File: src/icache_cfg_pkg.sv
////////////////////////////////////////
// Geometry is fixed at 2 ways x 16 sets, one 128-bit fetch word per line
// Full tags only, so the tag is every address bit above the set index
////////////////////////////////////////

package icache_cfg_pkg;

   ////////////////////////////////////////
   // Geometry
   ////////////////////////////////////////

   localparam int unsigned FETCH_ADDR_W = 32;              // Byte address from fetch
   localparam int unsigned LINE_W       = 128;             // Line and fetch word width
   localparam int unsigned NB_WAYS      = 2;               // Associativity
   localparam int unsigned NB_SETS      = 16;

   // Address split, low to high: offset, index, tag
   localparam int unsigned OFFSET_W     = $clog2(LINE_W/8); // 4
   localparam int unsigned INDEX_W      = $clog2(NB_SETS);  // 4
   localparam int unsigned TAG_W        = FETCH_ADDR_W - INDEX_W - OFFSET_W; // 24

   ////////////////////////////////////////
   // Widths with a meaning
   ////////////////////////////////////////

   typedef logic [FETCH_ADDR_W-1:0] fetch_addr_t;
   typedef logic [LINE_W-1:0]       line_t;
   typedef logic [INDEX_W-1:0]      set_idx_t;
   typedef logic [TAG_W-1:0]        tag_t;
   typedef logic [NB_WAYS-1:0]      way_vec_t;     // One bit per way

   // Stored tag with its valid flag, TAG_W+1 bits
   typedef struct packed {
      logic valid;
      tag_t tag;
   } tag_entry_t;

endpackage
File: src/icache_way_bank.sv
////////////////////////////////////////
// One way of tags or data, read data one cycle after rd_en_i
// Read and write in the same cycle is not supported
////////////////////////////////////////

`timescale 1ns/1ps

module icache_way_bank #(
   parameter int unsigned WIDTH = icache_cfg_pkg::LINE_W,
   parameter int unsigned DEPTH = icache_cfg_pkg::NB_SETS
) (
   input  logic                     clk,
   input  logic                     arst_n_i,
   input  logic                     rd_en_i,
   input  logic                     wr_en_i,
   input  icache_cfg_pkg::set_idx_t addr_i,
   input  logic [WIDTH-1:0]         wdata_i,
   output logic [WIDTH-1:0]         rdata_o
);

   logic [WIDTH-1:0] mem_q [DEPTH];   // One row per set

   always_ff @(posedge clk)
   begin
      if (wr_en_i)
      begin
         mem_q[addr_i] <= wdata_i;
      end
   end

   // Read port, holds its value between reads
   always_ff @(posedge clk or negedge arst_n_i)
   begin
      if (!arst_n_i)
      begin
         rdata_o <= '0;                 // A tag reads as invalid before the first read
      end
      else if (rd_en_i)
      begin
         rdata_o <= mem_q[addr_i];
      end
   end

   // The controller never mixes a lookup read with a refill or flush write
   a_no_rd_wr : assert property (
      @(posedge clk) disable iff (!arst_n_i) !(rd_en_i && wr_en_i)
   ) else $error("way bank read and write in the same cycle");

endmodule

File: config.mk
export PLATFORM = sky130hd
export DESIGN_NAME = icache_way_bank
export DESIGN_NICKNAME = d
export VERILOG_FILES = /design/src/icache_cfg_pkg.sv /design/src/icache_way_bank.sv
export SDC_FILE = /design/constraint.sdc
export NUM_CORES = 2
export LEC_CHECK = 0
export BUFFER_PORTS_ARGS = -buffer_cell sky130_fd_sc_hd__buf_4
export CAP_MARGIN = 10
export CORE_MARGIN = 1.5
export CORE_UTILIZATION = 56
export DETAILED_ROUTE_END_ITERATION = 10
export PLACE_DENSITY = 0.83
export RECOVER_POWER = 25
export SLEW_MARGIN = 20
export SYNTH_ARGS = -nofsm -noshare
export SYNTH_HDL_FRONTEND = slang
export SYNTH_SLANG_ARGS = --single-unit
File: constraint.sdc
create_clock -name clk -period 1.2 [get_ports clk]
set_input_delay 0.12 -clock clk [delete_from_list [all_inputs] [get_ports clk]]
set_output_delay 0.12 -clock clk [all_outputs]
set_load 0.02 [all_outputs]
==> impl_metrics.ini <==
[status]
status = complete, but fails checks
failed_checks = negative hold slack, negative setup slack

[worst_setup_path]
required_ns = 1.08
r2r_start = mem_q[12][95]
crit_path_end_kind = primary output
path_delay_family = flip-flops
critPathArrivalTime_ns = 1.50
cp_cell_sequence = buf_6
worstPathMaxFanout = 2
setup.worst_path.start = rdata_o[70]
critPathSlowestCell = dfrtp_2
worstSetupStartpointType = register
slowest_delay_ns = 0.48
worst-path-buf-inv = 1
worstSetupPathType = reg -> out

[cells_and_area]
syn_to_final_growth_pct = 23.2
drive_gt1_share_pct = 25.4
post-route-cell-area_mm2 = 0.101
nNetsFinal = 5377

[logic_synthesis]
avgSynthCellArea_um2 = 19.0
syn-cell-area_mm2 = 0.0823
ys.warnings.count = 0
ys_seq_elements = 2176
synth_nets = 4466
synth_cell_type_count = 25
synth-seq-area-share_pct = 78.6
netlist_instances = 4330

[route]
detail_route.wl_per_cell_um = 31.8
drt_iter0_markers = 7690
vias_per_cell = 6.64
drc = 0
dr.pass1.iters = 8
wl_um = 234000
postRouteAntennaNets = 0
vias = 48700

[timing]
final-max-slew-violation-count = 0
setup_ws_ns = -0.417
fin_worst_skew_ns = 0.0404
maxSlewHeadroom_pct = 38.1
period_needed_ns = 1.62
finalSetupViolations = 256
final-hold-violation-count = 10
max_freq_mhz = 619
fin_crit_sh_pct = 135
worst_pin_slew_ns = 0.929
rsz0062_at_grt = yes
hold_ws_ns = -0.0380

[floorplanning]
core_mm2 = 0.146
start_util_pct = 56.5
num_io_pins = 264
dieArea_mm2 = 0.149
die-height_um = 386
chipWidth_um = 386
row_count = 140

[clock_network]
path_clk_slew_ns = 0.06
cts_buffer_depth = 3
cts.sinks = 2176
insertion_delay_ns = 0.84
h-tree-depth = 4
cts_tree = yes
cts-buffers-inserted = 201
clockRootBuffer = clkbuf_16

[place]
port_buffers = 263
dp_hpwl_um = 128000
pre_cts_ws_ns = -0.679
postPlaceCellArea_mm2 = 0.0916
place.gp.congestion = 0.811

[power]
p_leak_nw = 35.6
power.density_mw_per_mm2 = 1610
peakVddDrop_v = 0.00136

[grt]
grt_util_all_layers_pct = 30.1
overflow = 0
grt_pass1_vias = 49400
grt_pass1_wl_um = 331000
grt_start_max_net_pins = 43
antenna_found_initial = 9

[min_path]
hold_path.class = in -> reg
min_from = addr_i[2]

[run]
drv_cap = 0
-- metrics by stage --
step / utilization, % / std cells / setup TNS, ns / power (mW)
after floorplan: - / 4330 / -4426.68 / 92.7
after global placement: 62.9 / 6730 / -933.25 / 98.0
after detailed placement: 62.9 / 6730 / -958.73 / 98.5
after CTS: 69.4 / 7294 / -63.20 / 161
after global routing: 69.6 / 7330 / -66.22 / 166
final: 69.6 / 7332 / -59.05 / 163
-- final timing paths --
check / slack, ns / end / cells after the start
max: -0.42 / rdata_o[70] / 1
max reg2reg: -0.28 / rdata_o[95] / 4
max in group asynchronous: 0.19 / rdata_o[10] / 5
min in group asynchronous: 0.43 / rdata_o[76] / 4
min reg2reg: 0.57 / rdata_o[75] / 2
min: -0.04 / mem_q[14][92] / 4
-- Yosys cell counts, drive strengths merged --
cell / count / area (um^2)
edfxtp: 2048 / 61500
mux2i: 768 / 7690
nor2: 273 / 1020
o22ai: 256 / 1600
buf: 151 / 1090
a31oi: 128 / 801
dfrtp: 128 / 3200
mux4: 128 / 2880
clkbuf: 107 / 402
nand2: 71 / 267
nand3: 71 / 355
a2bb2oi: 69 / 604
a221oi: 59 / 517
o21ai: 59 / 295
nand3b: 5 / 37.5
or3b: 3 / 26.3
nand2b: 2 / 12.5
and2: 1 / 6.26
nor2b: 1 / 6.26
or2: 1 / 6.26
or3: 1 / 6.26
-- routing by layer --
metal | part of all wire [%] | up-vias | wire length [um] | global-route usage, %
met2 | 49 | 4153 | 114000 | 49.2
met4 | 5.1 | 8 | 12000 | 13.2
li1 | - | 19300 | - | -
met1 | 34 | 24400 | 79800 | 39.5
met5 | 0.020 | - | 47 | 0
met3 | 12 | 810 | 27700 | 6.16
-- placed cells by master (no fill, tap or decap), drive strengths merged --
cell	Yosys	layout
a2bb2oi	69	69
clkinv	0	74
a221oi	59	59
and2	1	1
inv	0	7
nand2	71	71
diode	0	6
nor2	273	273
or2	1	1
nand3b	5	5
dfrtp	128	128
clkinvlp	0	4
dlymetal6s4s	0	2
o22ai	256	256
nand2b	2	2
a31oi	128	128
mux2i	768	768
o21ai	59	59
dlygate4sd3	0	134
or3	1	1
edfxtp	2048	2048
nor2b	1	1
or3b	3	3
nand3	71	71
buf	151	746
mux4	128	128
bufinv	0	11
clkbuf	107	359
-- cell families after synthesis --
family,Yosys count,share of synthesized area (%)
flops,2176,78.6
mux,896,12.8
compound gates,571,4.64
simple gates,429,2.12
buf+inv,258,1.81
-- area by class of cell --
cell class | count | area [um^2]
antenna | 6 | 15.0
clock buffer | 275 | 5460
timing repair buffer | 966 | 10400
clock inverter | 96 | 983
fill | 8125 | 44300
sequential | 2176 | 64700
tap | 1917 | 2400
multi-input combinational | 1896 | 17400
-- sequential cells by signal (all words and copies together), names as in the netlist --
name / cells
rdata_o: 128
mem_q: 2048
-- power by group --
group	internal, mW	switching (mW)
Sequential	85.1	1.19
Clock	34.5	28.9
Combinational	5.66	7.62
Total	125	37.7
-- what timing repair did --
action,CTS,global route
endpoints found under the hold margin,2313,19
setup buffers,61,31
hold buffers,135,1
gates resized for setup,279,70
pin swaps,111,68
setup endpoints to repair,252,2129
Note: power is estimated with default switching activity, not from simulation.
