[config.mk]
export PLATFORM = sky130hd
export DESIGN_NAME = icache_refill_fifo
export DESIGN_NICKNAME = d
export VERILOG_FILES = /design/src/icache_cfg_pkg.sv /design/src/icache_refill_fifo.sv
export SDC_FILE = /design/constraint.sdc
export NUM_CORES = 1
export LEC_CHECK = 0
export ABC_AREA = 0
export BUFFER_PORTS_ARGS = -buffer_cell sky130_fd_sc_hd__clkbuf_2
export CAP_MARGIN = 5
export CELL_PAD_IN_SITES_DETAIL_PLACEMENT = 2
export CELL_PAD_IN_SITES_GLOBAL_PLACEMENT = 2
export CORE_MARGIN = 2
export CORE_UTILIZATION = 40
export CTS_BUF_LIST = sky130_fd_sc_hd__clkbuf_16
export CTS_CLUSTER_DIAMETER = 40
export DETAILED_ROUTE_END_ITERATION = 8
export PLACE_DENSITY_LB_ADDON = 0.1
export SETUP_SLACK_MARGIN = 0.5
export SYNTH_ARGS = -nofsm -noshare
export SYNTH_HDL_FRONTEND = slang
export SYNTH_SLANG_ARGS = --single-unit
[constraint.sdc]
create_clock -name clk -period 15.2 [get_ports clk]
set_clock_uncertainty 0.05 [all_clocks]
set_input_delay 0.76 -clock clk [delete_from_list [all_inputs] [get_ports clk]]
set_output_delay 0.76 -clock clk [all_outputs]
set_load 0.01 [all_outputs]
[src/icache_cfg_pkg.sv]
////////////////////////////////////////
// Geometry is fixed at 2 ways x 16 sets, one 128-bit fetch word per line
// Full tags only, so the tag is every address bit above the set index
////////////////////////////////////////

package icache_cfg_pkg;

   ////////////////////////////////////////
   // Geometry
   ////////////////////////////////////////

   localparam int unsigned FETCH_ADDR_W = 32;              // Byte address from fetch
   localparam int unsigned LINE_W       = 128;             // Line and fetch word width
   localparam int unsigned NB_WAYS      = 2;               // Associativity
   localparam int unsigned NB_SETS      = 16;

   // Address split, low to high: offset, index, tag
   localparam int unsigned OFFSET_W     = $clog2(LINE_W/8); // 4
   localparam int unsigned INDEX_W      = $clog2(NB_SETS);  // 4
   localparam int unsigned TAG_W        = FETCH_ADDR_W - INDEX_W - OFFSET_W; // 24

   ////////////////////////////////////////
   // Widths with a meaning
   ////////////////////////////////////////

   typedef logic [FETCH_ADDR_W-1:0] fetch_addr_t;
   typedef logic [LINE_W-1:0]       line_t;
   typedef logic [INDEX_W-1:0]      set_idx_t;
   typedef logic [TAG_W-1:0]        tag_t;
   typedef logic [NB_WAYS-1:0]      way_vec_t;     // One bit per way

   // Stored tag with its valid flag, TAG_W+1 bits
   typedef struct packed {
      logic valid;
      tag_t tag;
   } tag_entry_t;

endpackage
[src/icache_refill_fifo.sv]
////////////////////////////////////////
// Two lines deep, popped every cycle it holds data
////////////////////////////////////////

`timescale 1ns/1ps

module icache_refill_fifo (
   input  logic                  clk,
   input  logic                  arst_n_i,
   input  logic                  push_i,
   input  icache_cfg_pkg::line_t data_i,
   output logic                  valid_o,
   output icache_cfg_pkg::line_t data_o
);

   import icache_cfg_pkg::*;

   line_t      mem_q [2];
   logic       wr_ptr_q;
   logic       rd_ptr_q;
   logic [1:0] cnt_q;      // Entries held, 0 to 2
   logic       pop;
   logic       full;

   assign valid_o = (cnt_q != 2'd0);
   assign pop     = valid_o;                  // Controller never stalls the head
   assign full    = (cnt_q == 2'd2);
   assign data_o  = mem_q[rd_ptr_q];

   always_ff @(posedge clk)
   begin
      if (push_i)
      begin
         mem_q[wr_ptr_q] <= data_i;
      end
   end

   always_ff @(posedge clk or negedge arst_n_i)
   begin
      if (!arst_n_i)
      begin
         wr_ptr_q <= 1'b0;
         rd_ptr_q <= 1'b0;
         cnt_q    <= 2'd0;
      end
      else
      begin
         if (push_i)
         begin
            wr_ptr_q <= ~wr_ptr_q;
         end
         if (pop)
         begin
            rd_ptr_q <= ~rd_ptr_q;
         end
         cnt_q <= cnt_q + 2'(push_i) - 2'(pop);
      end
   end

   // Refill side has no back-pressure, so overflow would lose a line
   a_no_overflow : assert property (
      @(posedge clk) disable iff (!arst_n_i) !(push_i && full)
   ) else $error("refill buffer pushed while full");

endmodule

==> results by group <==
Worst setup path
  – Worst Setup Path Type: flip-flop to primary output
  – R2R cell count: 2
  – Crit Path Max Fanout: 65
  – Worst Setup Start Kind: flip-flop
  – Setup crit start: rd_ptr_q
  – Worst Path Required: 14390 ps
  – Worst reg2reg endpoint: mem_q[1][14]
  – CP Capture Type: primary output
  – Worst reg-to-reg setup slack: 12660 ps
  – R2R Path Start: wr_ptr_q
  – Critical path arrival: 3010 ps

Timing
  – Tcrit/Tclk final: between 20 and 30%
  – Final hold vios: 0
  – Min Tclk post-route: 3820 ps
  – Fmax: between 200 and 300 MHz
  – Setup violators final: 0
  – Rel. slew slack: 22.3%
  – Setup_tns: 0 ps
  – RSZ-0062 raised after global routing: false
  – Max-slew violation count: 0
  – Least-Margin Pin Slew: about 1200 ps

Placement
  – Routability Congestion: roughly 0.71
  – Placed cell area: 11000 sq um
  – HPWL after DPL: 14300 um
  – I/O Buffers: around 260

Detailed routing
  – WL/cell: 21.1 um
  – DRC Markers: 0
  – Final wirelength: 22300 um
  – Starting DRT DRC Count: 196
  – Antenna violation net count after detailed routing: 0
  – Drt first pass iters: 4
  – Via-per-instance ratio: 4.68
  – Via count: 4933

Power and ir drop
  – Part of the power in combinational logic: ~23%
  – Net Sw Frac: about 28%
  – Clk pwr share: between 30% and 40%
  – Worst vdd ir: 0.122 mV
  – Sw power: 0.000699 W
  – Seq pwr share: between 40% and 50%
  – Power per cell area: 203 nW/um^2
  – P_leak: 4.76 nW
  – Internal Pwr Total: 0.00183 W

Floorplanning
  – Die Y: 158 um
  – Die width: approximately 160 um
  – Core area: 23300 sq um
  – Die area: about 25000 sq um
  – Core Rows: 56
  – Initial core utilization: 40.5%
  – Boundary Pins: 260

Synthesis
  – Syn Inst Count: slightly above 400
  – Cell variety after synth: 12
  – Yosys reg bits: 260
  – Sequential element share of the synthesized area: about 82%
  – Mapped Nets: between 500 and 600
  – YS warnings: 0
  – Avg Cell Area, Syn: approximately 23 sq um
  – Syn Std Cell Area: 9450 sq um

Global routing
  – Initial antenna violation count: 3
  – Grt ovf: 0
  – Met2 Use GR: 32.2%
  – M3 GR Usage: around 7%
  – Largest net degree at the start of global routing: 85
  – Global-route usage over all layers: 18.0%
  – Vias in the first global route: 5667
  – M1 GR Usage: 19.8%
  – First-pass GRT wire length: between 30000 and 40000 um
  – GR peak layer: met2

Worst hold path
  – Hold EP: mem_q[0][50]
  – Worst Min Path Start: data_i[50]
  – Worst hold path cell count: 1
  – Worst hold path type: primary input to flip-flop

Clocking
  – CTS tree: yes
  – Clock Path Buffers: 3
  – Postcts setup bufs: 0
  – Clk root buf: clkbuf_16
  – Num CTS Buffers: 39
  – Clk_lat worst skew: 500 ps
  – CTS sink count: 260
  – CTS H-tree lvls: 2
  – CTS clk-pin slew, worst paths: 60 ps
  – PostCTS Resize Cnt: 0

Run
  – Max-cap violation count: 0

Layout
  – FILL cells: 2047
  – Most frequent cells in the layout: clkbuf_2, edfxtp_1, mux2_2
  – FF/Latch Area: 7790 sq um
  – Area of the multi-input gates: 1520 sq um
  – Final nets: 834
  – Area Overhead vs Synth: 31.5%
  – Share of cells above drive strength 1: 62.6%
  – Most common cell after layout, fill and taps aside: clkbuf_2
  – Final instance area: 12400 sq um

Status
  – Status: finished, final reports clean
[power groups by stage]
stage | clock (W) | sequential (W) | combinational (W)
finish | 0.000926 | 0.00102 | 0.000578
floorplan | 0 | 0.00101 | 0.000407
global placement | 0 | 0.00102 | 0.000576
CTS | 0.000951 | 0.00102 | 0.000596
detailed placement | 0 | 0.00104 | 0.000589
global route | 0.000978 | 0.00104 | 0.000627
[through the flow]
step	hold slack [ps]	total power [W]	setup WS [ps]	utilization, %	cells
finish	395	0.00252	11380	53.2	1054
global route	381	0.00264	11170	53.2	1052
CTS	371	0.00257	11290	53.2	1051
detailed placement	498	0.00163	11840	47.3	979
global placement	481	0.00160	11910	47.3	979
floorplan	405	0.00141	8210	-	411
[sequential cells by signal, indices dropped and copies added (netlist names)]
register / count
mem_q: 256
cnt_q: 2
rd_ptr_q: 1
wr_ptr_q: 1
[worst max path at each step]
stage | cells after the start | endpoint | slack (ps)
2_1_floorplan | 1 | mem_q[0][0] | 8210
3_3_place_gp | 3 | data_o[43] | 11910
3_5_place_dp | 3 | data_o[92] | 11840
4_1_cts | 3 | data_o[92] | 11290
5_1_grt | 3 | data_o[92] | 11170
6_report | 3 | data_o[92] | 11380
[routing by layer]
metal	share of wire, %	routed length [um]
met1	35	7870
met2	54	12000
met3	9.3	2070
met4	1.7	379
met5	0	0
[cells in the mapped netlist]
cell type	count	area (sq um)
xor2_1	2	17.5
edfxtp_1	256	7690
mux2_2	128	1440
ha_1	1	12.5
nor2b_1	2	12.5
nand2_1	1	3.75
buf_6	13	146
or2_2	1	6.26
xnor2_1	1	8.76
buf_2	1	5.00
and2_1	1	6.26
dfrtp_1	4	100
[critical path, cell delays in order, from the launching register on]
cell and delay, ps:
dfrtp_4 1000, buf_4 810, mux2_2 450, clkbuf_2 140
[cells by family after synthesis]
family | Yosys count | share of synthesized area [%]
buffers and inverters | 14 | 1.60
flip-flops | 260 | 82.4
multiplexers | 128 | 15.3
AND/OR/NAND/NOR | 5 | 0.305
adder cells (fa/ha/maj) | 1 | 0.132
XOR/XNOR | 3 | 0.278
[what timing repair did]
item	CTS	global route
endpoints found under the setup margin	0	0
hold endpoints to repair	4	0
hold buffers	1	0
[area by class of cell]
type | instances | share of cell area, %
diodes | 3 | 0.0604
clock buffers | 41 | 8.26
clock inverters | 30 | 2.75
multi-input cells | 137 | 12.2
flip-flops and latches | 260 | 62.7
well taps | 319 | 3.21
repair buffers | 264 | 10.8
(Power assumes the default switching activity.)
