[config.mk]
export PLATFORM = sky130hd
export DESIGN_NAME = icache_tag_compare
export DESIGN_NICKNAME = d
export VERILOG_FILES = /design/src/icache_cfg_pkg.sv /design/src/icache_tag_compare.sv
export SDC_FILE = /design/constraint.sdc
export NUM_CORES = 1
export LEC_CHECK = 0
export ABC_AREA = 0
export BUFFER_PORTS_ARGS = -buffer_cell sky130_fd_sc_hd__buf_4
export CORE_ASPECT_RATIO = 1.2
export CORE_UTILIZATION = 29
export CTS_BUF_LIST = sky130_fd_sc_hd__clkbuf_8
export DETAILED_ROUTE_END_ITERATION = 12
export PLACE_DENSITY = 0.77
export SYNTH_ARGS = -nofsm -noshare
export SYNTH_HDL_FRONTEND = slang
export SYNTH_SLANG_ARGS = --single-unit
export TNS_END_PERCENT = 5
[constraint.sdc]
create_clock -name clk -period 1.9 [get_ports clk]
set_input_delay 0.38 -clock clk [delete_from_list [all_inputs] [get_ports clk]]
set_output_delay 0.38 -clock clk [all_outputs]
set_load 0.02 [all_outputs]
[src/icache_cfg_pkg.sv]
////////////////////////////////////////
// Geometry is fixed at 2 ways x 16 sets, one 128-bit fetch word per line
// Full tags only, so the tag is every address bit above the set index
////////////////////////////////////////

package icache_cfg_pkg;

   ////////////////////////////////////////
   // Geometry
   ////////////////////////////////////////

   localparam int unsigned FETCH_ADDR_W = 32;              // Byte address from fetch
   localparam int unsigned LINE_W       = 128;             // Line and fetch word width
   localparam int unsigned NB_WAYS      = 2;               // Associativity
   localparam int unsigned NB_SETS      = 16;

   // Address split, low to high: offset, index, tag
   localparam int unsigned OFFSET_W     = $clog2(LINE_W/8); // 4
   localparam int unsigned INDEX_W      = $clog2(NB_SETS);  // 4
   localparam int unsigned TAG_W        = FETCH_ADDR_W - INDEX_W - OFFSET_W; // 24

   ////////////////////////////////////////
   // Widths with a meaning
   ////////////////////////////////////////

   typedef logic [FETCH_ADDR_W-1:0] fetch_addr_t;
   typedef logic [LINE_W-1:0]       line_t;
   typedef logic [INDEX_W-1:0]      set_idx_t;
   typedef logic [TAG_W-1:0]        tag_t;
   typedef logic [NB_WAYS-1:0]      way_vec_t;     // One bit per way

   // Stored tag with its valid flag, TAG_W+1 bits
   typedef struct packed {
      logic valid;
      tag_t tag;
   } tag_entry_t;

endpackage
[src/icache_tag_compare.sv]
////////////////////////////////////////
// Hit and victim are combinational on the registered bank tags
////////////////////////////////////////

`timescale 1ns/1ps

module icache_tag_compare (
   input  logic                                                    clk,
   input  logic                                                    arst_n_i,
   input  icache_cfg_pkg::tag_entry_t [icache_cfg_pkg::NB_WAYS-1:0] tags_i,
   input  icache_cfg_pkg::tag_t                                    fetch_tag_i,
   input  logic                                                    refill_done_i,
   output logic                                                    hit_o,
   output icache_cfg_pkg::way_vec_t                                hit_way_o,
   output icache_cfg_pkg::way_vec_t                                victim_way_o
);

   import icache_cfg_pkg::*;

   way_vec_t rr_q;         // One-hot round-robin pointer
   way_vec_t invalid;      // Ways with a cleared valid bit
   way_vec_t first_inv;    // Lowest invalid way

   ////////////////////////////////////////
   // Tag match
   ////////////////////////////////////////

   always_comb
   begin
      for (int w = 0; w < NB_WAYS; w++)
      begin
         hit_way_o[w] = tags_i[w].valid && (tags_i[w].tag == fetch_tag_i);
         invalid[w]   = !tags_i[w].valid;
      end
   end

   assign hit_o = |hit_way_o;

   ////////////////////////////////////////
   // Victim choice
   ////////////////////////////////////////

   assign first_inv    = invalid & (~invalid + way_vec_t'(1));  // Isolate lowest set bit
   assign victim_way_o = (|invalid) ? first_inv : rr_q;          // Fill holes first

   // Moves on every refill write, whichever way it went to
   always_ff @(posedge clk or negedge arst_n_i)
   begin
      if (!arst_n_i)
      begin
         rr_q <= way_vec_t'(1);
      end
      else if (refill_done_i)
      begin
         rr_q <= {rr_q[NB_WAYS-2:0], rr_q[NB_WAYS-1]};  // Rotate left
      end
   end

   // A line is only allocated on a miss, so no set holds the same tag twice
   a_hit_onehot : assert property (
      @(posedge clk) disable iff (!arst_n_i) $onehot0(hit_way_o)
   ) else $error("tag hit in more than one way");

endmodule

==> flow_summary.toml, run 1 <==
[clock_tree]
h-tree-depth = 1
clockRootBuffer = "clkbuf_8"
cts_tree = "done"
clock_path_buffers = 2
clock_sinks = 2
clk_latency_ps = 210
numCtsBuffers = 3
cts_setup_buffers = 0
clk_pin_slew_ps = 30

[logic_synthesis]
synth-seq-cells = 2
post-synth-top-count-cell = "xnor2_1"
async_reset_ff_frac = 1.00
syn_inst = 76
synth_adder_area_share = 0
synthMuxAreaShare = 0.0175
synth_top_family_by_area = "XOR/XNOR gates"
synth_nets = 153
synthSimpleGateAreaFrac = 0.222
synth_edf_count = 0
synth-xor-area-share = 0.655
yosysSeqAreaShare = 0.0799
yosysTopAreaCellShare = 0.655
yosysUniqueCellTypes = 14
synth_area_leader_cell = "xnor2_1"
synth.top_cells.by_area = "xnor2_1 65%, nand4_1 9.7%, dfstp_2 4.1%"
netlist_area_um2 = 642
synth_compound_area_frac = 0.0195
netlist_top_cells_count = "48 x xnor2_1, 10 x nand4_1, 5 x nand2_1"
synth_flop_cell = "dfstp_2"
synth_warnings = 0
syn_area_per_cell_um2 = 8.45

[layout]
top_regs = "rr_q (2)"
num_antenna_cells = 0
fillCellCount = 190
top_register = "rr_q"
fin_cells = 203
area.growth.synth_to_final_pct = 139
nets = 251
largest_register_ffs = 2
drive_above_1_share = 0.647

[pwr]
report.power.total_w = 0.000575
power_density_nw_per_um2 = 376
irDropWorstVdd_mv = 0.311
power_leakage_nw = 0.717

[die]
io_pins = 82
core.rowCount = 18
start_util = 0.310
die-area_um2 = 2410
die_w_um = 44.9
die_h_um = 53.5
core_um2 = 2070

[setup_path]
worstSetupPathType = "in2out"
worstSetupStartpointType = "input port"
cp_data_arrival_time_ps = 1770
required_ps = 1520
rr_worst_depth = 1
critPathMaxFanout = 2
endpoint_kind = "output pin"

[detailed_routing]
wirelength_um = 2350
ant_nets = 0
viasPerCell = 4.55
vias = 924
drt-initial-drc-count = 8
drc = 0
dr.pass1.iters = 4
wire_per_inst_um = 11.6

[sta]
tightest_slew_ps = 213
hold_viol = 0
fin_crit_ps = 2150
setup_slack_ps = -253
finClkSkew_ps = 4.77
slew_headroom = 0.857
setup_viol = 3
fin_crit_sh = 1.13
fmax_ghz = 0.464
maxSlewViolCount = 0
rsz0062_at_grt = "true"

[placement]
hpwl_um = 2030
place_ws_ps = -363
dp.cells = 198
routabilityCongestion = 0.739
io_buffers = 81

[hold_path]
min_path_type = "in2reg"
whs_path_depth = 2

[global_route]
antenna_found_initial = 0
grt_max_degree = 4
grt_pass1_wl_um = 3280
grtUsageTotal = 0.191
grt_pass1_vias = 923
overflow = 0

[run]
cap_viol_max_count = 0

[run_status]
violations = "setup timing"
run_status = "complete, but fails checks"
[layer usage]
layer	share of wire	vias up	track usage
met4	0.017	0	0.0758
met1	0.30	414	0.152
met5	0	-	0
li1	-	455	-
met3	0.070	4	0.0369
met2	0.61	51	0.423
[stage by stage]
| step | cell area (µm²) | TNS (ps) | util | hold WS, ps |
|---|---|---|---|---|
| after CTS | 1490 | -589 | 0.719 | 383 |
| after global routing | 1530 | -749 | 0.739 | 401 |
| after floorplan | 688 | -267 | - | 84.4 |
| final | 1530 | -543 | 0.739 | 377 |
| after detailed placement | 1420 | -864 | 0.684 | 165 |
| after global placement | 1420 | -867 | 0.684 | 163 |
[where the power goes]
part	total, W	internal [W]	switching (W)	leakage, nW
sequential	0.0000667	0.0000593	0.00000741	0.0238
combinational	0.000335	0.000217	0.000118	0.666
clock	0.000174	0.000137	0.0000369	0.0269
total	0.000575	0.000413	0.000162	0.717
[cell type report]
type | count | area, µm² | area share
Timing Repair Buffer | 93 | 712 | 0.465
Multi-Input combinational cell | 73 | 682 | 0.445
Sequential cell | 2 | 51.3 | 0.0335
Clock buffer | 3 | 41.3 | 0.0270
Tap cell | 30 | 37.5 | 0.0245
Clock inverter | 1 | 3.75 | 0.00245
Inverter | 1 | 3.75 | 0.00245
[cell usage in the layout (no fill, tap or decap), drive strengths merged]
cell type,count
a21boi,1
nand2,5
dfrtp,1
clkbuf,3
xnor2,48
nor4,2
dlygate4sd3,1
nand4,10
o21ai,1
mux2,1
or2,1
nand3,2
dfstp,1
buf,92
inv,2
or4,2
[worst paths after layout]
path	from	to	slack (ps)
hold / removal	refill_done_i	rr_q[1]	380
setup reg to reg	rr_q[0]	rr_q[0]	1160
min in group asynchronous	arst_n_i	rr_q[1]	490
max in group asynchronous	arst_n_i	rr_q[0]	1220
setup / recovery	tags_i[9]	hit_o	-250
hold reg to reg	rr_q[1]	rr_q[0]	520
[critical path: stages]
cell     delay, ps
buf_4          120
xnor2_2        140
nand4_1        120
or4_4          570
nor4_4         160
or2_4          150
buf_4          130
[timing repair]
item / CTS / global route
endpoints found under the hold margin: 1 / 0
resized for setup: 3 / 7
hold buffers: 1 / 0
setup endpoints to repair: 3 / 3
pin swaps: 2 / 0
[logic make-up after synthesis]
kind of cell           after synthesis
flip-flops                           2
buffers and inverters                1
multiplexers                         1
XOR/XNOR                            48
AND/OR/NAND/NOR                     22
AO/OA/AOI/OAI                        2
No activity file was read; power rests on OpenSTA's default activity.
==> run 2, diff against run 1 <==
- CELL_PAD_IN_SITES_DETAIL_PLACEMENT: default -> 0
- CELL_PAD_IN_SITES_GLOBAL_PLACEMENT: default -> 2
- CORE_UTILIZATION: 29 -> 13
- PLACE_DENSITY: 0.77 -> default
- PLACE_DENSITY_LB_ADDON: default -> 0.1
==> run 2 against run 1 <==
The run still ends with setup timing left. Fmax decreased by 1.2%. Global-route usage decreased by 9.2 points. Highest routed layer unchanged. Clock skew increased by 2.0 ps. First-iteration DRC count decreased by 100%. Core utilization decreased by 39 points. Flip-flop and latch count unchanged. Critical path depth unchanged. Critical path type unchanged. Clock power about the same. Setup slack got worse by 26 ps. Cell area increased by 5.2%. Non-clock buffer count unchanged.
==> flow_summary.toml, run 2 (synthesis results as in run 1) <==
[global_route]
grt_max_degree = 4
antenna_found_initial = 0
grt.busiest_layer = "met2"
gr-usage-met1 = 0.116
use_met2 = 0.166
use_met3 = 0.0302
overflow = 0
grt_pass1_wl_um = 3910
grtUsageTotal = 0.0993
grt_pass1_vias = 920

[sta]
rsz0062_at_grt = "true"
fmax_ghz = 0.459
setup_viol = 3
setup_slack_ps = -279
maxSlewViolCount = 0
fin_crit_ps = 2180
fin_tns_setup_ps = -617
fin_crit_sh = 1.15
finClkSkew_ps = 6.80
slew_headroom = 0.828
hold_viol = 0
tightest_slew_ps = 256

[layout]
top_regs = "rr_q (2)"
top_register = "rr_q"
layout_commonest_cell = "buf_4"
nets = 251
final_cell_mix = "88 x buf_4, 35 x xnor2_1, 12 x xnor2_2, 10 x nand4_1, 5 x nand2_1"
fin_cells = 231
largest_register_ffs = 2
area.growth.synth_to_final_pct = 151
num_antenna_cells = 0
drive_above_1_share = 0.671
fin_util = 0.346

[detailed_routing]
ant_nets = 0
drc = 0
vias = 864
drt-initial-drc-count = 0
dr.pass1.iters = 1
wire_per_inst_um = 10.9
viasPerCell = 3.74
wirelength_um = 2520

[run]
cap_viol_max_count = 0

[setup_path]
critPathCapture = "hit_o"
r2r_start = "rr_q[0]"
rr_worst_depth = 1
cp_common_cell = "buf_4"
cp_num_cells = 7
crit_path_start = "tags_i[4]"
path_delay_family = "simple AND/OR/NAND/NOR gates"
worstSetupPathType = "in2out"
cp_num_buf_inv = 2
cp_data_arrival_time_ps = 1800
r2r_end = "rr_q[0]"
critPathMaxFanout = 2
cpPeakStageDelay_ps = 550
worstSetupStartpointType = "input port"
reg2reg_slack_ps = 1160
cpMaxStageDelayCell = "or4_4"
required_ps = 1520
cp_cell_sequence = "buf_4 > xnor2_1 > nand4_1 > or4_4 > nor4_4 > or2_4 > buf_4"
endpoint_kind = "output pin"

[clock_tree]
clockRootBuffer = "clkbuf_8"
clk_latency_ps = 220
clock_sinks = 2
clk_pin_slew_ps = 30
numCtsBuffers = 3
clock_path_buffers = 2
h-tree-depth = 1
cts_tree = "done"

[die]
die-area_um2 = 5220
core_um2 = 4660
die_w_um = 66.1
start_util = 0.138
core.rowCount = 27
die_h_um = 79.0
io_pins = 82

[placement]
io_buffers = 81
dp.cells = 226
hpwl_um = 2250
routabilityCongestion = 0.648

[hold_path]
min_path_type = "in2reg"

[run_status]
run_status = "complete, but fails checks"
violations = "setup timing"

[pwr]
irDropWorstVdd_mv = 0.179
power_leakage_nw = 0.742
power_density_nw_per_um2 = 366
## run 2: cell counts in the layout (fill, tap and decap cells not counted)
No cell type changed its count.
## run 2: how the worst min path moves through the flow
stage	startpoint	endpoint	cells after the start
after floorplan	arst_n_i	rr_q[1]	0
after global placement	arst_n_i	rr_q[1]	1
after detailed placement	arst_n_i	rr_q[1]	1
after CTS	refill_done_i	rr_q[1]	2
after global routing	refill_done_i	rr_q[1]	2
final	refill_done_i	rr_q[1]	2
## run 2: layout make-up
class	count	area, µm²
clock buffer	3	41.3
clock inverter	1	3.75
timing repair buffer	93	716
tap	58	72.6
multi-input combinational	73	723
fill	506	3050
inverter	1	3.75
sequential	2	51.3
## run 2: where the power goes
group	total (W)	internal [W]	switching [W]
sequential	0.0000672	0.0000593	0.00000790
combinational	0.000349	0.000225	0.000123
clock	0.000175	0.000137	0.0000376
total	0.000591	0.000421	0.000169
## run 2: through the flow
stage,total power [W],area [µm²],hold WS [ps],worst slack [ps]
floorplan,0.000195,688,84.4,-251
global placement,0.000386,1450,162,-479
detailed placement,0.000389,1450,164,-483
CTS,0.000592,1580,367,-283
global route,0.000636,1610,382,-370
finish,0.000591,1610,369,-279
## run 2: timing repair
item / in CTS / in global routing
pin swaps: 6 / 1
hold buffers: 1 / 0
buffers inserted: 0 / 0
resized for setup: 12 / 4
hold endpoints to repair: 1 / 0
endpoints found under the setup margin: 3 / 3
## run 2: routing by layer
layer | part of all wire | vias to the layer above | wire length [µm]
met5 | 0 | - | 0
met2 | 0.49 | 56 | 1240
li1 | - | 455 | -
met3 | 0.11 | 3 | 289
met1 | 0.38 | 350 | 956
met4 | 0.0099 | 0 | 25
==> run 3, diff against run 2 <==
- REMOVE_ABC_BUFFERS: default -> 1
==> run 3 against run 2 <==
The run still ends with setup timing left. Count of clock-buffer cells in the layout unchanged. Power about the same. Die area is the same. Fmax is 0.29% lower. Clock power hardly changed. Sequential power fell by 2%. Critical path type unchanged. Critical endpoint unchanged.
==> flow_summary.toml, run 3 (synthesis results as in run 1) <==
[layout]
top_regs = "rr_q (2)"
fin_cells = 232
nets = 252
final_cell_mix = "84 x buf_4, 36 x xnor2_1, 11 x xnor2_2, 10 x nand4_1, 9 x buf_6"
layout_commonest_cell = "buf_4"
largest_register_ffs = 2
finish.instance_area_um2 = 1630
top_register = "rr_q"
num_antenna_cells = 0
area.growth.synth_to_final_pct = 154
drive_above_1_share = 0.661

[detailed_routing]
ant_nets = 0
drc = 0
drt-initial-drc-count = 8
wirelength_um = 2670
viasPerCell = 3.79
vias = 880
wire_per_inst_um = 11.5
dr.pass1.iters = 2

[setup_path]
cp_cell_sequence = "buf_4 > xnor2_1 > nand4_1 > or4_4 > nor4_4 > or2_1 > buf_6"
worstSetupPathType = "in2out"
cpMaxStageDelayCell = "or4_4"
worstSetupStartpointType = "input port"
cpPeakStageDelay_ps = 510
cp_data_arrival_time_ps = 1810
endpoint_kind = "output pin"
critPathMaxFanout = 2
required_ps = 1520

[run]
cap_viol_max_count = 0

[placement]
routabilityCongestion = 0.662
hpwl_um = 2340
place_ws_ps = -429
io_buffers = 81
dp.cells = 227
place_area_um2 = 1410

[global_route]
antenna_found_initial = 0
grtUsageTotal = 0.104
grt_max_degree = 4
overflow = 0
grt_pass1_wl_um = 4110
grt_pass1_vias = 943

[die]
io_pins = 82
core_um2 = 4660
start_util = 0.138
die-area_um2 = 5220
core.rowCount = 27
die_h_um = 79.0
die_w_um = 66.1

[sta]
fmax_ghz = 0.458
setup_slack_ps = -285
finClkSkew_ps = 3.65
fin_crit_ps = 2190
maxSlewViolCount = 0
slew_headroom = 0.865
setup_viol = 3
rsz0062_at_grt = "true"
fin_crit_sh = 1.15
hold_viol = 0
tightest_slew_ps = 201

[run_status]
run_status = "complete, but fails checks"
violations = "setup timing"

[clock_tree]
clk_latency_ps = 210
clock_sinks = 2
clockRootBuffer = "clkbuf_8"
cts_setup_buffers = 0
h-tree-depth = 1
numCtsBuffers = 3
clk_pin_slew_ps = 30
clock_path_buffers = 2
cts_tree = "done"

[pwr]
irDropWorstVdd_mv = 0.308
report.power.total_w = 0.000591
power_density_nw_per_um2 = 363
power_leakage_nw = 0.747

[hold_path]
min_path_type = "in2reg"
==> run 3: worst paths after layout <==
path	start	end	slack, ps	cells after the start
max	fetch_tag_i[8]	hit_o	-290	7
min	refill_done_i	rr_q[1]	380	2
max reg2reg	rr_q[0]	rr_q[0]	1170	1
min reg2reg	rr_q[1]	rr_q[0]	520	1
max in group asynchronous	arst_n_i	rr_q[0]	1230	2
min in group asynchronous	arst_n_i	rr_q[1]	480	2
==> run 3: metal layers <==
metal  vias to the layer above  global-route usage  routed length, µm
li1                        456                   -                  -
met1                       382               0.102                878
met2                        40               0.212               1570
met3                         2              0.0158                206
met4                         0              0.0319                 18
met5                         -                   0                  0
==> run 3: area by class of cell <==
type / count / area [µm²]
multi-input cells: 73 / 713
inverters: 1 / 3.75
repair buffers: 94 / 742
clock buffers: 3 / 41.3
fillers: 494 / 3030
flip-flops and latches: 2 / 51.3
well taps: 58 / 72.6
clock inverters: 1 / 3.75
==> run 3: power by group <==
group | switching (W) | total [W] | internal [W]
Clock | 0.0000385 | 0.000176 | 0.000137
Combinational | 0.000122 | 0.000349 | 0.000228
Sequential | 0.00000658 | 0.0000657 | 0.0000592
==> run 3: timing repair <==
item                       in CTS  in global routing
setup endpoints to repair       3                  3
pin swaps                      14                  1
hold buffers                    1                  0
hold endpoints to repair        1                  0
resized for setup              19                  7
==> run 3: through the flow <==
| stage | utilization | hold WS, ps | TNS, ps |
|---|---|---|---|
| after CTS | 0.339 | 372 | -736 |
| after floorplan | - | 84.4 | -776 |
| after global routing | 0.349 | 389 | -884 |
| after global placement | 0.303 | 163 | -1130 |
| after detailed placement | 0.303 | 165 | -1120 |
| final | 0.349 | 376 | -637 |
==> run 3: critical path: cells and delay by family <==
| family | cells | cell delay (ps) |
|---|---|---|
| buf+inv | 2 | 230 |
| xor+xnor | 1 | 130 |
| simple gates | 4 | 1060 |
