===== config.mk =====
export PLATFORM = sky130hd
export DESIGN_NAME = icache_ctrl
export DESIGN_NICKNAME = d
export VERILOG_FILES = /design/src/icache_cfg_pkg.sv /design/src/icache_bus_pkg.sv /design/src/icache_ctrl.sv
export SDC_FILE = /design/constraint.sdc
export NUM_CORES = 1
export LEC_CHECK = 0
export BUFFER_PORTS_ARGS = -buffer_cell sky130_fd_sc_hd__clkbuf_2
export CAP_MARGIN = 40
export CORE_AREA = 2 2 307 309
export CTS_BUF_LIST = sky130_fd_sc_hd__clkbuf_16
export CTS_CLUSTER_SIZE = 12
export DETAILED_ROUTE_END_ITERATION = 10
export DIE_AREA = 0 0 309 311
export GPL_ROUTABILITY_DRIVEN = 0
export PLACE_DENSITY = 0.33
export RECOVER_POWER = 100
export SKIP_LAST_GASP = 1
export SLEW_MARGIN = 5
export SYNTH_ARGS = -nofsm -noshare
export SYNTH_HDL_FRONTEND = slang
export SYNTH_SLANG_ARGS = --single-unit
export TNS_END_PERCENT = 30

===== constraint.sdc =====
create_clock -name clk -period 4.89 [get_ports clk]
set_input_delay 0.489 -clock clk [delete_from_list [all_inputs] [get_ports clk]]
set_output_delay 0.489 -clock clk [all_outputs]
set_load 0.01 [all_outputs]

===== src/icache_cfg_pkg.sv =====
////////////////////////////////////////
// Geometry is fixed at 2 ways x 16 sets, one 128-bit fetch word per line
// Full tags only, so the tag is every address bit above the set index
////////////////////////////////////////

package icache_cfg_pkg;

   ////////////////////////////////////////
   // Geometry
   ////////////////////////////////////////

   localparam int unsigned FETCH_ADDR_W = 32;              // Byte address from fetch
   localparam int unsigned LINE_W       = 128;             // Line and fetch word width
   localparam int unsigned NB_WAYS      = 2;               // Associativity
   localparam int unsigned NB_SETS      = 16;

   // Address split, low to high: offset, index, tag
   localparam int unsigned OFFSET_W     = $clog2(LINE_W/8); // 4
   localparam int unsigned INDEX_W      = $clog2(NB_SETS);  // 4
   localparam int unsigned TAG_W        = FETCH_ADDR_W - INDEX_W - OFFSET_W; // 24

   ////////////////////////////////////////
   // Widths with a meaning
   ////////////////////////////////////////

   typedef logic [FETCH_ADDR_W-1:0] fetch_addr_t;
   typedef logic [LINE_W-1:0]       line_t;
   typedef logic [INDEX_W-1:0]      set_idx_t;
   typedef logic [TAG_W-1:0]        tag_t;
   typedef logic [NB_WAYS-1:0]      way_vec_t;     // One bit per way

   // Stored tag with its valid flag, TAG_W+1 bits
   typedef struct packed {
      logic valid;
      tag_t tag;
   } tag_entry_t;

endpackage

===== src/icache_bus_pkg.sv =====
////////////////////////////////////////
// Bank access, refill request and controller states
////////////////////////////////////////

package icache_bus_pkg;

   ////////////////////////////////////////
   // Bank access
   ////////////////////////////////////////

   // One access to the tag or data banks, about 7 bits
   typedef struct packed {
      icache_cfg_pkg::way_vec_t req;   // Ways addressed
      logic                     we;    // Write to all addressed ways
      icache_cfg_pkg::set_idx_t idx;   // Shared set index
   } way_access_t;

   ////////////////////////////////////////
   // Refill request
   ////////////////////////////////////////

   // Line-aligned refill address, same layout as a fetch address
   typedef struct packed {
      icache_cfg_pkg::tag_t                tag;
      icache_cfg_pkg::set_idx_t            idx;
      logic [icache_cfg_pkg::OFFSET_W-1:0] offset;  // Always zero
   } refill_req_t;

   ////////////////////////////////////////
   // Controller FSM
   ////////////////////////////////////////

   typedef enum logic [2:0] {
      FLUSH,         // Invalidate walk, one set per cycle
      IDLE,          // Ready to grant
      LOOKUP,        // Tags and data back from the banks
      REFILL_REQ,    // Request held until granted
      REFILL_WAIT    // Waiting for the buffered response
   } ctrl_state_e;

endpackage


===== src/icache_ctrl.sv =====
////////////////////////////////////////
// One fetch in flight, no new grant until its response
// Flush pulses seen during a miss are served once back in IDLE
////////////////////////////////////////

`timescale 1ns/1ps

module icache_ctrl (
   input  logic                                               clk,
   input  logic                                               arst_n_i,
   input  logic                                               fetch_req_i,
   input  icache_cfg_pkg::fetch_addr_t                        fetch_addr_i,
   output logic                                               fetch_gnt_o,
   output logic                                               fetch_rvalid_o,
   output icache_cfg_pkg::line_t                              fetch_rdata_o,
   output icache_bus_pkg::way_access_t                        tag_acc_o,
   output icache_cfg_pkg::tag_entry_t                         tag_wdata_o,
   output icache_bus_pkg::way_access_t                        data_acc_o,
   output icache_cfg_pkg::line_t                              data_wdata_o,
   input  icache_cfg_pkg::line_t [icache_cfg_pkg::NB_WAYS-1:0] data_rdata_i,
   output icache_cfg_pkg::tag_t                               fetch_tag_o,
   input  logic                                               hit_i,
   input  icache_cfg_pkg::way_vec_t                           hit_way_i,
   input  icache_cfg_pkg::way_vec_t                           victim_way_i,
   output logic                                               refill_done_o,
   output logic                                               refill_req_o,
   input  logic                                               refill_gnt_i,
   output icache_bus_pkg::refill_req_t                        refill_addr_o,
   input  logic                                               resp_valid_i,
   input  icache_cfg_pkg::line_t                              resp_data_i,
   input  logic                                               bypass_icache_i,
   output logic                                               cache_is_bypassed_o,
   input  logic                                               flush_icache_i,
   output logic                                               cache_is_flushed_o
);

   import icache_cfg_pkg::*;
   import icache_bus_pkg::*;

   ctrl_state_e state_q, state_d;
   fetch_addr_t addr_q;          // Address of the fetch in flight
   set_idx_t    fetch_idx;
   set_idx_t    flush_idx_q;     // Walk position, wraps back to zero
   logic        bypass_q;        // Fetch in flight was granted in bypass
   logic        flush_pend_q;    // Flush pulse waiting for IDLE
   logic        flush_go;
   line_t       hit_line;

   assign fetch_idx   = addr_q[OFFSET_W +: INDEX_W];
   assign fetch_tag_o = addr_q[OFFSET_W+INDEX_W +: TAG_W];
   assign flush_go    = flush_icache_i || flush_pend_q;

   // Refill always targets the whole line
   assign refill_addr_o       = '{tag: fetch_tag_o, idx: fetch_idx, offset: '0};
   assign data_wdata_o        = resp_data_i;
   assign tag_wdata_o         = (state_q == FLUSH) ? tag_entry_t'('0)
                                                   : tag_entry_t'{valid: 1'b1, tag: fetch_tag_o};
   assign cache_is_bypassed_o = (state_q == IDLE) && bypass_icache_i;

   // One-hot mux of the way data
   always_comb
   begin
      hit_line = '0;
      for (int w = 0; w < NB_WAYS; w++)
      begin
         if (hit_way_i[w])
         begin
            hit_line = hit_line | data_rdata_i[w];
         end
      end
   end

   ////////////////////////////////////////
   // Next state and bank accesses
   ////////////////////////////////////////

   always_comb
   begin
      state_d        = state_q;
      fetch_gnt_o    = 1'b0;
      fetch_rvalid_o = 1'b0;
      fetch_rdata_o  = resp_data_i;                 // Refill data unless a hit
      tag_acc_o      = '0;
      data_acc_o     = '0;
      refill_req_o   = 1'b0;
      refill_done_o  = 1'b0;

      case (state_q)
         FLUSH:
         begin
            tag_acc_o = '{req: '1, we: 1'b1, idx: flush_idx_q};  // Invalid tag in every way
            if (flush_idx_q == set_idx_t'(NB_SETS-1))
            begin
               state_d = IDLE;
            end
         end

         IDLE:
         begin
            if (flush_go)
            begin
               state_d = FLUSH;
            end
            else if (fetch_req_i)
            begin
               fetch_gnt_o = 1'b1;
               if (bypass_icache_i)
               begin
                  state_d = REFILL_REQ;                // No lookup in bypass
               end
               else
               begin
                  tag_acc_o  = '{req: '1, we: 1'b0, idx: fetch_addr_i[OFFSET_W +: INDEX_W]};
                  data_acc_o = '{req: '1, we: 1'b0, idx: fetch_addr_i[OFFSET_W +: INDEX_W]};
                  state_d    = LOOKUP;
               end
            end
         end

         LOOKUP:
         begin
            if (hit_i)
            begin
               fetch_rvalid_o = 1'b1;
               fetch_rdata_o  = hit_line;
               state_d        = IDLE;
            end
            else
            begin
               refill_req_o = 1'b1;                    // Request the cycle after grant
               state_d      = refill_gnt_i ? REFILL_WAIT : REFILL_REQ;
            end
         end

         REFILL_REQ:
         begin
            refill_req_o = 1'b1;
            if (refill_gnt_i)
            begin
               state_d = REFILL_WAIT;
            end
         end

         REFILL_WAIT:
         begin
            if (resp_valid_i)
            begin
               fetch_rvalid_o = 1'b1;
               state_d        = IDLE;
               if (!bypass_q)
               begin
                  tag_acc_o     = '{req: victim_way_i, we: 1'b1, idx: fetch_idx};
                  data_acc_o    = '{req: victim_way_i, we: 1'b1, idx: fetch_idx};
                  refill_done_o = 1'b1;
               end
            end
         end

         default: state_d = FLUSH;
      endcase
   end

   ////////////////////////////////////////
   // Registers
   ////////////////////////////////////////

   always_ff @(posedge clk)
   begin
      if (fetch_gnt_o)
      begin
         addr_q <= fetch_addr_i;
      end
   end

   always_ff @(posedge clk or negedge arst_n_i)
   begin
      if (!arst_n_i)
      begin
         state_q            <= FLUSH;                  // Walk the sets out of reset
         flush_idx_q        <= '0;
         bypass_q           <= 1'b0;
         flush_pend_q       <= 1'b0;
         cache_is_flushed_o <= 1'b0;
      end
      else
      begin
         state_q <= state_d;
         if (state_q == FLUSH)
         begin
            flush_idx_q <= flush_idx_q + 1'b1;
         end
         if (fetch_gnt_o)
         begin
            bypass_q <= bypass_icache_i;
         end
         // IDLE consumes the pending flush
         if (state_q == IDLE)
         begin
            flush_pend_q <= 1'b0;
         end
         else if (flush_icache_i && (state_q != FLUSH))
         begin
            flush_pend_q <= 1'b1;
         end
         if ((state_q == FLUSH) && (state_d == IDLE))
         begin
            cache_is_flushed_o <= 1'b1;
         end
         else if ((state_d == FLUSH) || refill_done_o)
         begin
            cache_is_flushed_o <= 1'b0;                // First allocation dirties it
         end
      end
   end

   a_gnt_in_idle : assert property (
      @(posedge clk) disable iff (!arst_n_i) fetch_gnt_o |-> (state_q == IDLE)
   ) else $error("fetch grant outside IDLE");

endmodule


==> results.yml, run 1 <==
yosys:
  yosysSeqAreaShare: 0.211
  yosysWarnings: 0
  ys_top_cells_by_count: "buf_4 (157), nor2_1 (133), a21oi_1 (129), a22oi_1 (128), clkbuf_1 (31)"
  synth-edff-count: 28
  synth_most_common_cell: "buf_4"
  yosysTopAreaCell: "buf_4"
  async_flop_share: 0.263
  yosys-top-cells-area: "buf_4 (23%), a22oi_1 (19%), edfxtp_1 (16%)"
  yosysTopAreaCellShare: 0.228
  synth-main-ff-cell: "edfxtp_1"
  ys_seq_elements: 38
  syn_avg_cell_area_um2: 7.12
  ys_types: 35
  synthCells: 727
  syn_area_um2: 5170
die:
  initial_core_util: 0.0558
  ios: 785
  fp.dieArea_um2: 96100
  core_area_um2: 92800
  num_rows: 112
  die_w_um: 309
  fp.dieH_um: 311
grt:
  grt_usage: 0.0803
  grt_pass1_vias: 6993
  grt_pass1_wl_um: 54100
  grt_max_degree: 56
  grt_antenna_before_repair: 28
  overflow: 0
run:
  cap_viol_max_count: 0
power:
  p_leak_nw: 3.79
  pwr_density_cell_nw_per_um2: 209
  swShare: 0.449
  switchingPower_uw: 856
  finalPower_mw: 1.91
  clock_power_share: 0.198
  power.ir.vdd_worst_uv: 128
  power.share.combinational: 0.572
  pwr-share-seq: 0.230
  intPower_mw: 1.05
place:
  placement.io_buffers: 776
  dp_hpwl_um: 38400
  dp.cells: 2567
  placed_area_um2: 9460
drt:
  route.detailed.drc: 0
  ant_nets: 0
  routed_wl_um: 42900
  vias_per_cell: 2.99
  drt_iter0_drc: 447
  vias: 7710
  wl_per_cell_um: 16.6
  drt_pass1_iterations: 5
clock_tree:
  htree_num_levels: 2
  clk_latency_ns: 0.29
  clockRootBuffer: "clkbuf_16"
  cts_tree: "done"
  numCtsBuffers: 5
  cts.clk_slew.worst_paths_ns: 0.06
  cts-hold-fix-buffers: 0
  post_cts_buffers: 0
  clock_sinks: 38
  ctsResizeCount: 0
  clockBufferDepth: 2
critical_path:
  cp_data_arrival_time_ns: 3.11
  critPathKind: "flop to output port"
  worstSetupEndpointType: "output port"
  crit_fanout: 19
  crit_path_start_kind: "flop"
  required_ns: 4.40
  r2r_end: "cache_is_flushed_o"
  r2r_setup_slack_ns: 1.92
  rr_worst_depth: 5
  crit-reg2reg-launch: "state_q[1]"
sta:
  fin_hold_ws_ns: 0.202
  clock_skew_ns: 0.00571
  min_period_over_period: 0.737
  slew_violations: 0
  finalSetupTns_ns: 0
  rsz0062_at_grt: "no"
  finalHoldViolations: 0
  fmax_ghz: 0.278
  min_period_ns: 3.60
  worstMarginPinSlew_ns: 1.27
  setup-violations-final: 0
  max_slew_margin: 0.150
final_layout:
  final_nets: 1749
  stdcell_count: 2580
  areaGrowthSynthToFinish_pct: 76.5
  layout-drive-gt1-share: 0.344
  design_area_um2: 9130
status:
  status: "finished, final reports clean"
min_path:
  worstHoldPathType: "primary input to asynchronous set/reset pin"
[power groups by stage]
stage / combinational [mW] / clock [mW] / sequential, mW
global placement: 1.20 / 0 / 0.449
detailed placement: 1.19 / 0 / 0.449
floorplan: 0.632 / 0 / 0.433
CTS: 1.19 / 0.391 / 0.442
finish: 1.09 / 0.377 / 0.439
global route: 1.19 / 0.403 / 0.446
[how the worst max path moves through the flow]
stage                              to  cells after the start         start  slack, ns
global route        fetch_rdata_o[69]                      8    state_q[2]       0.97
detailed placement       tag_acc_o[0]                      6  resp_valid_i       2.12
floorplan                 fetch_gnt_o                      4    state_q[1]       2.86
global placement    fetch_rdata_o[90]                      7    state_q[2]       1.91
CTS                      tag_acc_o[0]                      5    state_q[1]       1.89
finish              fetch_rdata_o[90]                      8    state_q[2]       1.29
[registers in the layout, summed over array words and instances, names as in the netlist]
name / cells
flush_pend_q: 1
cache_is_flushed_o: 1
flush_idx_q: 4
state_q: 3
addr_q: 28
bypass_q: 1
[layout make-up]
class / instances / area [µm²]
diodes: 5 / 12.5
clock buffers: 5 / 125
clock inverters: 3 / 45.0
fillers: 11211 / 83600
inverters: 7 / 26.3
multi-input cells: 467 / 2620
flip-flops and latches: 38 / 1090
well taps: 1254 / 1570
repair buffers: 801 / 3650
[metal layers]
metal,share of wire,wire [µm],GRT usage
met1,0.36,15300,0.0849
met2,0.48,20700,0.143
met3,0.14,5840,0.0388
met4,0.023,975,0.0167
met5,0.0038,164,0
[metrics by stage]
step	utilization	setup slack [ns]
floorplan	-	2.86
global placement	0.102	1.91
detailed placement	0.102	2.12
CTS	0.104	1.89
global route	0.0984	0.971
finish	0.0985	1.29
[layout by cell type (no fill, tap or decap), drive strengths merged, types with 4 or more instances in the layout]
cell / synthesis / final
a21o: 4 / 4
a21oi: 129 / 129
a22o: 4 / 4
a22oi: 128 / 128
buf: 187 / 9
clkbuf: 31 / 797
conb: 1 / 4
dfrtp: 10 / 10
diode: 0 / 5
edfxtp: 28 / 28
inv: 7 / 7
nand2: 8 / 8
nand2b: 4 / 4
nor2: 133 / 133
nor2b: 25 / 25
o21ai: 4 / 4
[cells by family (layout without fill, tap and decap cells)]
logic type / Yosys count / in the layout / share of synthesized area
xor gates and xnor gates: 3 / 3 / 0.00508
buffers and inverters: 225 / 816 / 0.284
adders and majority gates: 1 / 1 / 0.00242
DFF: 38 / 38 / 0.211
AOI/OAI and AO/OA: 275 / 275 / 0.339
muxes: 1 / 1 / 0.00218
and+or+nand+nor: 183 / 183 / 0.156
other: 1 / 9 / 0.000725
[critical path, stage by stage (launching register included)]
cell and delay [ns]:
dfrtp_1 0.46, nand2b_1 0.19, nor2_1 0.44, buf_12 0.24, clkbuf_1 0.34, clkbuf_1 0.53
nor2_1 0.08, a21oi_1 0.28, clkbuf_1 0.21
No activity file was read; power rests on OpenSTA's default activity.
==> run 2: changes to the inputs <==
- CORE_AREA: 2 2 307 309 -> 2 2 302 304
- DIE_AREA: 0 0 309 311 -> 0 0 304 306
- PLACE_DENSITY: 0.33 -> 0.34
- clock period: 4.89 -> 3.2 ns (I/O delays scaled with it)
==> run 2 against run 1 <==
Die area down 3.2%. Sequential power up 53%. Total power up 49%. Highest routed layer unchanged.
==> results.yml, run 2 (synthesized netlist as in run 1, its figures left out) <==
critical_path:
  cp_num_buf_inv: 3
  critPathKind: "flop to output port"
  worstSetupEndpointType: "output port"
  critPathTopFamily: "buffers and inverters"
  crit_fanout: 60
  cp_data_arrival_time_ns: 2.50
  slowest_stage: "dfrtp_1"
  required_ns: 2.88
  max_stage_delay_ns: 0.46
  crit_chain: "nand2b_1, nor2_1, buf_12, buf_12, nor2_1, a21oi_1, clkbuf_1"
  crit_path_start_kind: "flop"
sta:
  max_slew_margin: 0.260
  finalHoldViolations: 0
  min_period_ns: 2.82
  finalSetupTns_ns: 0
  worstMarginPinSlew_ns: 1.10
  setup-violations-final: 0
  clock_skew_ns: 0.00407
  layout_setup_ws_ns: 0.377
  fmax_ghz: 0.354
  rsz0062_at_grt: "no"
  min_period_over_period: 0.882
  slew_violations: 0
final_layout:
  final_cell_mix: "clkbuf_2 (426), clkbuf_1 (351), nor2_1 (133), a21oi_1 (129), a22oi_1 (128)"
  largest_reg_flops: 28
  fill_cells: 10742
  largest_register: "addr_q"
  layout-drive-gt1-share: 0.347
  final_nets: 1751
  areaGrowthSynthToFinish_pct: 75.6
  layout_commonest_cell: "clkbuf_2"
  design_area_um2: 9090
  largestRegisters: "addr_q (28), flush_idx_q (4), state_q (3)"
grt:
  grt_antenna_before_repair: 29
  grt_pass1_vias: 7278
  grt_pass1_wl_um: 56400
  grt_usage: 0.0861
  grt_max_degree: 86
  overflow: 0
drt:
  ant_nets: 0
  vias: 7753
  routed_wl_um: 43800
  vias_per_cell: 3.10
  drt_iter0_drc: 496
  route.detailed.drc: 0
  wl_per_cell_um: 17.5
  drt_pass1_iterations: 5
die:
  fp.dieH_um: 306
  fp.dieArea_um2: 93000
  initial_core_util: 0.0577
  num_rows: 110
  die_w_um: 304
  core_area_um2: 89600
  ios: 785
power:
  intPower_mw: 1.54
  p_leak_nw: 3.82
  clock_power_share: 0.175
  pwr_density_cell_nw_per_um2: 313
  swShare: 0.458
  power.ir.vdd_worst_uv: 240
  pwr-share-seq: 0.237
  power.share.combinational: 0.588
  switchingPower_mw: 1.30
status:
  status: "finished, final reports clean"
clock_tree:
  htree_num_levels: 2
  clockRootBuffer: "clkbuf_16"
  cts.clk_slew.worst_paths_ns: 0.06
  post_cts_buffers: 0
  numCtsBuffers: 5
  clk_latency_ns: 0.29
  clockBufferDepth: 2
  cts_tree: "done"
  clock_sinks: 38
  ctsResizeCount: 0
place:
  placed_area_um2: 9400
  dp_hpwl_um: 39700
  pre_cts_slack_ns: 0.857
  placement.io_buffers: 776
min_path:
  worstHoldPathType: "primary input to flop"
run:
  cap_viol_max_count: 0
==> run 2: cell count changes in the layout (fill, tap and decap cells not counted), moves of 2 or more <==
cell      previous run  this run
diode_2              5         3
buf_12               5         7
clkbuf_2           435       426
buf_4                4        17
clkbuf_1           357       351
==> run 2: worst register-to-register path: cells and delay by family (launching register included) <==
kind,cells,cell delay [ns]
buffers and inverters,1,0.40
AND/OR/NAND/NOR,1,0.92
AO/OA/AOI/OAI,3,0.50
flip-flops,1,0.47
==> run 2: timing repair <==
| item | 4_1_cts | 5_1_grt |
|---|---|---|
| endpoints found under the hold margin | 10 | 0 |
| hold buffers | 1 | 0 |
| endpoints found under the setup margin | 0 | 0 |
==> run 2: area by class of cell <==
| class | instances | area, µm² | area share |
|---|---|---|---|
| Antenna cell | 3 | 7.51 | 0.000826 |
| Clock buffer | 5 | 125 | 0.0138 |
| Clock inverter | 3 | 16.3 | 0.00179 |
| Inverter | 7 | 26.3 | 0.00289 |
| Multi-Input combinational cell | 467 | 2620 | 0.288 |
| Sequential cell | 38 | 1090 | 0.120 |
| Tap cell | 1176 | 1470 | 0.162 |
| Timing Repair Buffer | 803 | 3730 | 0.411 |
==> run 2: metrics by stage <==
stage / hold slack (ns) / utilization / std cells / total power [mW]
final: 0.203 / 0.101 / 2502 / 2.84
after global routing: 0.186 / 0.101 / 2502 / 3.06
after CTS: 0.191 / 0.107 / 2499 / 3.01
after detailed placement: 0.220 / 0.105 / 2490 / 2.50
after global placement: 0.220 / 0.105 / 2490 / 2.52
after floorplan: 0.0244 / - / 730 / 1.63
==> run 2: routing by layer <==
layer | global-route usage | vias up | routed length, µm
met5 | 0 | - | 223
met4 | 0.0248 | 34 | 1260
met3 | 0.0494 | 86 | 6550
met2 | 0.139 | 548 | 19700
met1 | 0.0958 | 3452 | 16100
li1 | - | 3633 | -
==> run 2: final timing paths <==
check / from / end / slack (ns) / depth (start not counted)
setup / recovery: state_q[2] / fetch_rdata_o[57] / 0.38 / 7
max in group asynchronous: arst_n_i / flush_idx_q[3] / 2.21 / 2
hold / removal: fetch_addr_i[10] / addr_q[10] / 0.20 / 1
hold reg to reg: flush_idx_q[0] / flush_idx_q[0] / 0.51 / 1
setup reg to reg: state_q[1] / cache_is_flushed_o / 0.85 / 5
min in group asynchronous: arst_n_i / bypass_q / 0.59 / 2
==> run 2: power groups by stage <==
| stage | sequential, mW | combinational, mW | clock [mW] |
|---|---|---|---|
| floorplan | 0.662 | 0.966 | 0 |
| global placement | 0.689 | 1.83 | 0 |
| detailed placement | 0.685 | 1.81 | 0 |
| CTS | 0.678 | 1.82 | 0.519 |
| global route | 0.683 | 1.83 | 0.543 |
| finish | 0.673 | 1.67 | 0.499 |
==> run 3: changes to the inputs <==
- CORE_AREA: 2 2 302 304 -> 2 2 304 306
- DIE_AREA: 0 0 304 306 -> 0 0 306 308
- PLACE_DENSITY: 0.34 -> 0.33
- clock period: 3.2 -> 2.71 ns (I/O delays scaled with it)
==> run 3 against run 2 <==
Sequential share of layout area is 0.24 points lower. Register-to-register slack worse by 0.14 ns. Highest routed layer unchanged. Worst setup slack worse by 0.24 ns. Worst hold slack worse by 0.057 ns.
==> results.yml, run 3 (synthesized netlist as in run 1, its figures left out) <==
die:
  initial_core_util: 0.0569
  ios: 785
  num_rows: 111
  core_area_um2: 91000
  fp.dieH_um: 308
  die_w_um: 306
  fp.dieArea_um2: 94200
sta:
  max_slew_margin: 0.567
  finalHoldViolations: 0
  worstMarginPinSlew_ns: 0.649
  setup-violations-final: 0
  rsz0062_at_grt: "no"
  min_period_over_period: 0.949
  slew_violations: 0
  fmax_ghz: 0.389
  clock_skew_ns: 0.00959
  min_period_ns: 2.57
  finalSetupTns_ns: 0
drt:
  drt_iter0_drc: 494
  wl_per_cell_um: 17.7
  vias: 7814
  routed_wl_um: 44700
  drt_pass1_iterations: 5
  vias_per_cell: 3.09
  route.detailed.drc: 0
  ant_nets: 0
power:
  p_leak_nw: 3.93
  pwr_density_cell_nw_per_um2: 389
  power.ir.vdd_worst_uv: 288
final_layout:
  fill_cells: 10892
  largest_reg_flops: 28
  regArea_um2: 1090
  largestRegisters: "addr_q (28), flush_idx_q (4), state_q (3)"
  largest_register: "addr_q"
  final_util: 0.102
  final_nets: 1764
  layout_commonest_cell: "clkbuf_2"
  final_cell_mix: "clkbuf_2 (438), clkbuf_1 (343), nor2_1 (132), a21oi_1 (129), a22oi_1 (128)"
  areaGrowthSynthToFinish_pct: 79.2
  multiInputGateArea_um2: 2640
  layout-drive-gt1-share: 0.362
place:
  placement.io_buffers: 776
  dp_hpwl_um: 40200
grt:
  overflow: 0
  grt_max_degree: 64
  grt_usage: 0.0859
  grt_antenna_before_repair: 28
  grt_pass1_wl_um: 56800
  grt_pass1_vias: 7249
min_path:
  worstHoldPathType: "primary input to flop"
clock_tree:
  clk_latency_ns: 0.29
  clockRootBuffer: "clkbuf_16"
  cts.clk_slew.worst_paths_ns: 0.06
  numCtsBuffers: 5
  htree_num_levels: 2
  post_cts_buffers: 0
  clockBufferDepth: 2
  clock_sinks: 38
  cts_tree: "done"
run:
  cap_viol_max_count: 0
critical_path:
  required_ns: 2.44
  crit_path_start_kind: "flop"
  critPathKind: "flop to output port"
  worstSetupEndpointType: "output port"
  cp_data_arrival_time_ns: 2.30
  crit_fanout: 47
status:
  status: "finished, final reports clean"
[run 3: changes by cell type in the layout (fill, tap and decap cells not counted), moves of 2 or more]
cell | previous run | this run
clkbuf_2 | 426 | 438
buf_4 | 17 | 27
diode_2 | 3 | 7
bufinv_16 | 0 | 2
clkbuf_1 | 351 | 343
[run 3: repair_timing]
| item | CTS | global route |
|---|---|---|
| resized for setup | 0 | 1 |
| endpoints found under the hold margin | 10 | 0 |
| hold buffers | 1 | 0 |
| endpoints found under the setup margin | 0 | 1 |
[run 3: worst paths after layout]
kind	start	end	slack, ns	depth (start not counted)
setup / recovery	state_q[2]	fetch_rdata_o[60]	0.14	8
hold / removal	fetch_addr_i[20]	addr_q[20]	0.15	1
setup reg to reg	state_q[1]	addr_q[13]	0.71	5
hold reg to reg	flush_idx_q[0]	flush_idx_q[0]	0.50	1
max in group asynchronous	arst_n_i	flush_idx_q[1]	1.78	2
min in group asynchronous	arst_n_i	flush_pend_q	0.51	2
[run 3: power by group]
group / switching, mW / total [mW] / internal, mW
combinational: 1.24 / 2.04 / 0.792
clock: 0.251 / 0.775 / 0.525
sequential: 0.0821 / 0.793 / 0.711
total: 1.58 / 3.61 / 2.03
[run 3: through the flow]
| step | hold WS, ns | instances | cell area (µm²) | setup WS [ns] | total power [mW] |
|---|---|---|---|---|---|
| floorplan | -0.0246 | 730 | 5180 | 0.786 | 1.92 |
| detailed placement | 0.168 | 2513 | 9490 | 0.409 | 3.00 |
| finish | 0.146 | 2529 | 9270 | 0.138 | 3.61 |
| global route | 0.133 | 2525 | 9260 | 0.0454 | 3.86 |
| global placement | 0.170 | 2513 | 9490 | 0.475 | 3.02 |
| CTS | 0.134 | 2522 | 9690 | 0.0795 | 3.80 |
[run 3: worst max-delay path, stage by stage, from the launching register on]
cell and delay, ns:
dfrtp_1 0.37, buf_4 0.16, nand2b_1 0.19, nor2_4 0.19
buf_12 0.21, buf_12 0.23, nor2_1 0.06, a21oi_1 0.31
clkbuf_1 0.21
[run 3: layer usage]
metal | GRT usage | vias to the layer above | part of all wire
li1 | - | 3659 | -
met1 | 0.102 | 3514 | 0.39
met2 | 0.142 | 535 | 0.46
met3 | 0.0331 | 86 | 0.12
met4 | 0.0267 | 20 | 0.032
met5 | 0 | - | 0.0026
[run 3: area by class of cell]
class	instances	area share
Clock inverter	3	0.00688
Inverter	7	0.00283
Timing Repair Buffer	816	0.412
Antenna cell	7	0.00189
Multi-Input combinational cell	467	0.285
Tap cell	1186	0.160
Clock buffer	5	0.0135
Sequential cell	38	0.118
